File: config.mk
export PLATFORM = sky130hd
export DESIGN_NAME = sort_unit
export DESIGN_NICKNAME = d
export VERILOG_FILES = /design/src/logic/sort_pkg.sv /design/src/logic/compare_and_swap.sv /design/src/logic/sort_network_4.sv /design/src/logic/sort_unit.sv
export VERILOG_INCLUDE_DIRS = /design/src /design/src/logic
export SDC_FILE = /design/constraint.sdc
export NUM_CORES = 1
export LEC_CHECK = 0
export BUFFER_PORTS_ARGS = -buffer_cell sky130_fd_sc_hd__clkbuf_2
export CELL_PAD_IN_SITES_DETAIL_PLACEMENT = 1
export CELL_PAD_IN_SITES_GLOBAL_PLACEMENT = 2
export CORE_ASPECT_RATIO = 0.7
export CORE_UTILIZATION = 30
export CTS_BUF_LIST = sky130_fd_sc_hd__clkbuf_4
export DETAILED_ROUTE_END_ITERATION = 8
export GPL_TIMING_DRIVEN = 1
export HOLD_SLACK_MARGIN = 0.1
export PLACE_DENSITY_LB_ADDON = 0.1
export SYNTH_ARGS = -nofsm -noshare
export SYNTH_HDL_FRONTEND = slang
export SYNTH_SLANG_ARGS = --single-unit
File: constraint.sdc
create_clock -name clk_i -period 5.2 [get_ports clk_i]
set_input_delay 0.26 -clock clk_i [delete_from_list [all_inputs] [get_ports clk_i]]
set_output_delay 0.26 -clock clk_i [all_outputs]
set_load 0.05 [all_outputs]
File: src/logic/sort_params.svh
`ifndef SORT_PARAMS_SVH
`define SORT_PARAMS_SVH

// sizing for the keyed record sorter

// width of the sort key in bits
// only this field takes part in the compare
`define SORT_KEY_W 8

// width of the payload tag in bits
// the tag travels with its key through every stage
`define SORT_TAG_W 4

// records per quad
// the network is wired for exactly four
// so this value only shapes the vector type
`define SORT_ITEMS 4

`endif

File: src/logic/sort_pkg.sv
package sort_pkg;

  `include "sort_params.svh"

  // sort key, compared as unsigned
  typedef logic [`SORT_KEY_W-1:0] key_t;

  // payload tag carried alongside the key
  typedef logic [`SORT_TAG_W-1:0] tag_t;

  // one record
  // key sits in the upper bits, tag below it
  typedef struct packed {
    key_t key;
    tag_t tag;
  } record_t;

  // the two records seen by one compare cell
  // after the cell, lo holds the smaller key
  typedef struct packed {
    record_t hi;
    record_t lo;
  } record_pair_t;

  // one quad of records
  // index 0 is the lowest position and ends up with the smallest key
  typedef record_t [`SORT_ITEMS-1:0] record_vec_t;

endpackage

File: src/logic/compare_and_swap.sv
module compare_and_swap
  import sort_pkg::*;
#(
  // set to 1 to allow an exchange of equal keys
  // when swap_on_equal_i asks for it
  parameter bit cond_swap_on_equal_p = 1'b0
) (
  input  record_pair_t data_i,
  input  logic         swap_on_equal_i,
  output record_pair_t data_o,
  output logic         swapped_o
);

  // keys pulled out of the pair
  key_t hi_key;
  key_t lo_key;

  // compare results
  logic lo_greater;
  logic keys_equal;

  // equal-key exchange, only live in the conditional variant
  logic tie_swap;

  // final exchange decision
  logic do_swap;

  assign hi_key = data_i.hi.key;
  assign lo_key = data_i.lo.key;

  // strict compare keeps equal keys where they are by default
  assign lo_greater = lo_key > hi_key;
  assign keys_equal = lo_key == hi_key;

  // a tie is exchanged only when the cell is built for it
  // and the caller says an earlier stage reordered these records
  assign tie_swap = cond_swap_on_equal_p && swap_on_equal_i && keys_equal;

  assign do_swap = lo_greater | tie_swap;

  // route the pair, exchanging both key and tag together
  always_comb begin
    if (do_swap) begin
      data_o.hi = data_i.lo;
      data_o.lo = data_i.hi;
    end else begin
      data_o = data_i;
    end
  end

  // level flag, purely combinational
  // the network registers it where a later stage needs it
  assign swapped_o = do_swap;

endmodule

File: src/logic/sort_network_4.sv
module sort_network_4
  import sort_pkg::*;
(
  input  logic        clk_i,
  input  logic        reset_i,
  input  logic        valid_i,
  input  record_vec_t records_i,
  output logic        valid_o,
  output record_vec_t records_o
);

  // records after each compare stage
  record_vec_t s1;
  record_vec_t s2;
  record_vec_t s3;

  // pair buses into and out of each cell
  record_pair_t cas0_in;
  record_pair_t cas0_out;
  record_pair_t cas1_in;
  record_pair_t cas1_out;
  record_pair_t cas2_in;
  record_pair_t cas2_out;
  record_pair_t cas3_in;
  record_pair_t cas3_out;
  record_pair_t cas4_in;
  record_pair_t cas4_out;

  // stage-2 exchange flags
  // either one leaves the earlier of two tied middle records in position 2
  logic swapped_2_0;
  logic swapped_3_1;

  // mid-pipeline register between stages 2 and 3
  logic        mid_valid_q;
  record_vec_t mid_records_q;
  logic        mid_tie_swap_q;

  // output register after stage 3
  logic        out_valid_q;
  record_vec_t out_records_q;

  // stage 1
  // order the lower pair <1,0> and the upper pair <3,2>
  assign cas0_in = '{hi: records_i[1], lo: records_i[0]};
  assign cas1_in = '{hi: records_i[3], lo: records_i[2]};

  compare_and_swap #(
    .cond_swap_on_equal_p(1'b0)
  ) cas_0 (
    .data_i         (cas0_in),
    .swap_on_equal_i(1'b0),
    .data_o         (cas0_out),
    .swapped_o      ()
  );

  compare_and_swap #(
    .cond_swap_on_equal_p(1'b0)
  ) cas_1 (
    .data_i         (cas1_in),
    .swap_on_equal_i(1'b0),
    .data_o         (cas1_out),
    .swapped_o      ()
  );

  // most significant element is position 3
  assign s1 = {cas1_out.hi, cas1_out.lo, cas0_out.hi, cas0_out.lo};

  // stage 2
  // <2,0> settles the minimum, <3,1> settles the maximum
  assign cas2_in = '{hi: s1[2], lo: s1[0]};
  assign cas3_in = '{hi: s1[3], lo: s1[1]};

  compare_and_swap #(
    .cond_swap_on_equal_p(1'b0)
  ) cas_2 (
    .data_i         (cas2_in),
    .swap_on_equal_i(1'b0),
    .data_o         (cas2_out),
    .swapped_o      (swapped_2_0)
  );

  compare_and_swap #(
    .cond_swap_on_equal_p(1'b0)
  ) cas_3 (
    .data_i         (cas3_in),
    .swap_on_equal_i(1'b0),
    .data_o         (cas3_out),
    .swapped_o      (swapped_3_1)
  );

  // positions 0 and 3 are final from here on
  assign s2 = {cas3_out.hi, cas2_out.hi, cas3_out.lo, cas2_out.lo};

  // valid of the mid register, cleared on reset
  always_ff @(posedge clk_i) begin
    if (reset_i) begin
      mid_valid_q <= 1'b0;
    end else begin
      mid_valid_q <= valid_i;
    end
  end

  // stage-2 records and the tie flag load together with valid
  // and otherwise keep the previous quad
  always_ff @(posedge clk_i) begin
    if (valid_i) begin
      mid_records_q  <= s2;
      mid_tie_swap_q <= swapped_2_0 | swapped_3_1;
    end
  end

  // stage 3
  // middle pair <2,1>, also exchanged on equal keys when a stage-2 cell swapped
  // since that exchange put the earlier record above the later one
  assign cas4_in = '{hi: mid_records_q[2], lo: mid_records_q[1]};

  compare_and_swap #(
    .cond_swap_on_equal_p(1'b1)
  ) cas_4 (
    .data_i         (cas4_in),
    .swap_on_equal_i(mid_tie_swap_q),
    .data_o         (cas4_out),
    .swapped_o      ()
  );

  // outer positions pass straight through
  assign s3 = {mid_records_q[3], cas4_out.hi, cas4_out.lo, mid_records_q[0]};

  // output valid pulse, one per quad
  always_ff @(posedge clk_i) begin
    if (reset_i) begin
      out_valid_q <= 1'b0;
    end else begin
      out_valid_q <= mid_valid_q;
    end
  end

  // sorted quad, held between pulses
  always_ff @(posedge clk_i) begin
    if (mid_valid_q) begin
      out_records_q <= s3;
    end
  end

  assign valid_o   = out_valid_q;
  assign records_o = out_records_q;

endmodule

File: src/logic/sort_unit.sv
module sort_unit
  import sort_pkg::*;
(
  input  logic        clk_i,
  input  logic        reset_i,
  // one strobe per quad, no back-pressure
  input  logic        valid_i,
  input  record_vec_t records_i,
  // pulse three cycles after the strobe, in input order
  output logic        valid_o,
  output record_vec_t records_o
);

  // input capture register
  logic        in_valid_q;
  record_vec_t in_records_q;

  // strobe capture, cleared on reset
  always_ff @(posedge clk_i) begin
    if (reset_i) begin
      in_valid_q <= 1'b0;
    end else begin
      in_valid_q <= valid_i;
    end
  end

  // quad is sampled only on a strobe
  // between strobes the register keeps the last quad
  always_ff @(posedge clk_i) begin
    if (valid_i) begin
      in_records_q <= records_i;
    end
  end

  // two more register stages inside the network
  // so the total latency is three cycles
  sort_network_4 network_i (
    .clk_i    (clk_i),
    .reset_i  (reset_i),
    .valid_i  (in_valid_q),
    .records_i(in_records_q),
    .valid_o  (valid_o),
    .records_o(records_o)
  );

endmodule

==> flow_metrics.py <==
metrics = {
    "yosys": {
        "synth_fp_nets": 515,
        "synthCells": 424,
        "synth_seq_area_share_pct": 62.94,
        "synth_cell_types": 29,
        "synth_area_mm2": 0.007013,
        "post_synth.cell_area_avg_um2": 16.54,
        "synth_area_leaders": "edfxtp_1, mux2_2, ha_1",
        "yosys_register_bits": 148,
        "netlist.area_leader.share_pct": 62.09,
        "synth_top_cell_by_area": "edfxtp_1",
        "ys_warn_count": 0,
    },
    "power_and_ir_drop": {
        "p_clk_share_pct": 23.7,
        "p_per_area_mw_per_mm2": 387.5,
        "swShare_pct": 29.68,
        "power_frac_seq_pct": 46.9,
        "ir_drop_v": 0.0001640,
        "comb_power_share_pct": 29.4,
        "p_leak_uw": 0.003458,
        "p_int_uw": 2360,
        "p_switching_uw": 996.0,
    },
    "drt": {
        "drc": 0,
        "ant_nets": 0,
        "wl_per_cell_um": 16.52,
        "routed_wl_um": 15060,
        "dr_total_vias": 3958,
        "drt-pass1-iter-count": 5,
        "drtIter0Drc": 145,
        "vias_per_cell": 4.340,
    },
    "cts": {
        "cts_hold_buf": 49,
        "clkSinkCount": 148,
        "htreeDepth": 4,
        "numCtsBuffers": 17,
        "path_clk_slew_ns": 0.15,
        "postCtsSetupBuffers": 0,
        "cts_root_buffer": "clkbuf_4",
        "clk_path_buf_depth": 2,
        "clock_latency_ns": 0.57,
        "cts_resized": 0,
        "cts_tree": "done",
    },
    "critical_path": {
        "critPathMaxFanout": 17,
        "cp-startpoint": "in_records_q[11]$_DFFE_PP_",
        "r2r-end": "network_i.cas4_in[7]$_DFFE_PP_",
        "crit_arrival_ns": 4.60,
        "worstSetupEndpointType": "flop",
        "path_class": "reg -> reg",
        "required_ns": 5.52,
        "rr_startpoint": "in_records_q[11]$_DFFE_PP_",
        "r2r_cells": 15,
        "start_kind": "flop",
        "rrSetupSlack_ns": 0.92,
        "worstSetupEndpoint": "network_i.cas4_in[7]$_DFFE_PP_",
    },
    "die": {
        "start_util_pct": 30.77,
        "num_rows": 46,
        "die_w_um": 184.7,
        "core-area_mm2": 0.02279,
        "die-height_um": 129.9,
        "die-area_mm2": 0.02400,
        "io_pins": 100,
    },
    "placed_design": {
        "hpwl_um": 11030,
        "port_buffers": 99,
        "place.gp.congestion": 0.7444,
        "dp_cells": 830,
        "place_ws_ns": 0.8964,
    },
    "grt": {
        "grt_first_pass_wirelength_um": 22340,
        "overflow": 0,
        "first_global_vias": 3992,
        "grt_antenna_before_repair": 1,
        "track_usage_pct": 13.14,
        "grt_max_degree": 50,
    },
    "sta": {
        "fin_skew_ns": 0.03169,
        "setup_tns_ns": 0,
        "relSlewSlack_pct": 16.64,
        "hold_slack_ns": 0.3179,
        "setup_slack_ns": 0.9235,
        "fmax_ghz": 0.2338,
        "setup_violations": 0,
        "drv_slew": 0,
        "layout_min_cycle_time_ns": 4.277,
        "min_period_over_period_pct": 82.24,
        "finalHoldViolCount": 0,
        "rsz0062_at_grt": "false",
        "tightest_slew_ns": 1.250,
    },
    "run": {
        "max_cap_violations": 0,
    },
    "cells_and_area": {
        "fillers": 2377,
        "register_area_mm2": 0.004417,
        "final_util_pct": 37.99,
        "drive_above_1_share_pct": 43.48,
        "final_cells": 912,
        "syn2layout_area_growth_pct": 23.48,
        "multi_input_area_mm2": 0.002347,
        "final_nets": 677,
    },
    "hold_path": {
        "hold_path_class": "in -> reg",
    },
    "status": {
        "status": "completed",
    },
}
-- power groups by stage --
stage          logic (uW)  clock network (uW)  registers, uW
2_1_floorplan         709                   0           1620
3_3_place_gp          934                   0           1600
3_5_place_dp          963                   0           1600
4_1_cts              1000                 827           1580
5_1_grt              1080                 870           1590
6_report              987                 796           1570
-- sequential cells by signal (all words and copies together), names as in the netlist --
| register | cells |
|---|---|
| network_i.records_o | 48 |
| network_i.cas4_in | 24 |
| network_i.mid_valid_q | 1 |
| network_i.mid_tie_swap_q | 1 |
| network_i.mid_records_q | 24 |
| in_records_q | 48 |
| network_i.valid_o | 1 |
| in_valid_q | 1 |
-- cell usage in the layout, fill, tap and decap left out, drive strengths merged --
master / instances
ha: 40
clkinvlp: 3
nor2: 4
o211ai: 4
o21ai: 2
nor3: 1
dfxtp: 3
edfxtp: 145
clkinv: 4
nand4: 9
inv: 43
a211o: 2
o21a: 2
nand3b: 1
a21o: 1
a21oi: 16
buf: 7
dlygate4sd3: 49
nand2b: 1
nor2b: 7
bufinv: 3
clkbuf: 117
diode: 2
mux2: 120
nand2: 7
o22ai: 2
a211oi: 2
and3: 2
or3: 1
-- layer usage --
metal | vias up | global-route usage [%] | part of all wire [%]
met1 | 1932 | 19.89 | 55
li1 | 1933 | - | -
met4 | 0 | 4.084 | 0.94
met3 | 8 | 3.600 | 4.3
met5 | - | 0 | 0
met2 | 85 | 17.89 | 39
-- cells by family (layout without fill, tap and decap cells) --
group	after synthesis	count (layout)	synth area share, %
flip-flops	148	148	62.94
multiplexers	120	120	20.87
buffers and inverters	52	226	3.764
adder cells (fa/ha/maj)	40	40	7.136
AND/OR/NAND/NOR	33	33	2.551
AO/OA/AOI/OAI	31	31	2.730
other	0	2	0
-- final cells by class --
type	count	share of cell area, %
Sequential cell	148	51.00
Multi-Input combinational cell	224	27.11
Timing Repair Buffer	155	11.99
Tap cell	312	4.508
Clock inverter	13	2.037
Inverter	40	1.734
Clock buffer	18	1.560
Antenna cell	2	0.05780
-- worst min-delay path by stage --
| stage | start | end | slack [ns] | cells past startpoint |
|---|---|---|---|---|
| 5_1_grt | valid_i | in_records_q[14]$_DFFE_PP_ | 0.30 | 2 |
| 2_1_floorplan | reset_i | in_valid_q$_SDFF_PP0_ | 0.33 | 1 |
| 3_5_place_dp | network_i.mid_records_q[3]$_DFFE_PP_ | network_i.records_o[3]$_DFFE_PP_ | 0.41 | 0 |
| 3_3_place_gp | network_i.mid_records_q[41]$_DFFE_PP_ | network_i.records_o[41]$_DFFE_PP_ | 0.41 | 0 |
| 4_1_cts | valid_i | in_records_q[1]$_DFFE_PP_ | 0.27 | 2 |
| 6_report | valid_i | in_records_q[13]$_DFFE_PP_ | 0.32 | 2 |
-- metrics by stage --
| stage | power [uW] | area (um2) |
|---|---|---|
| after floorplan | 2330 | 7013 |
| after global placement | 2537 | 7853 |
| after detailed placement | 2568 | 7853 |
| after CTS | 3406 | 8655 |
| after global routing | 3543 | 8660 |
| final | 3356 | 8660 |
-- cells in the mapped netlist (all sizes together) --
cell type  count
edfxtp       145
mux2         120
ha            40
inv           40
a21oi         16
buf           12
nand4          9
nand2          7
nor2b          7
nor2           4
o211ai         4
dfxtp          3
a211o          2
a211oi         2
and3           2
o21a           2
o21ai          2
o22ai          2
a21o           1
nand2b         1
nand3b         1
nor3           1
or3            1
-- worst max-delay path, cell delays in order, from the launching register on --
cell and delay (ns):
edfxtp_1 0.45, ha_1 0.35, a21oi_1 0.16, o21a_1 0.16
and3_1 0.15, a211o_1 0.51, buf_4 0.33, mux2_4 0.33
inv_1 0.06, ha_1 0.14, nor2b_1 0.04, o211ai_1 0.18
a21oi_1 0.10, o22ai_2 0.36, buf_4 0.35, mux2_2 0.38
Power figures use the tool's default switching activity.
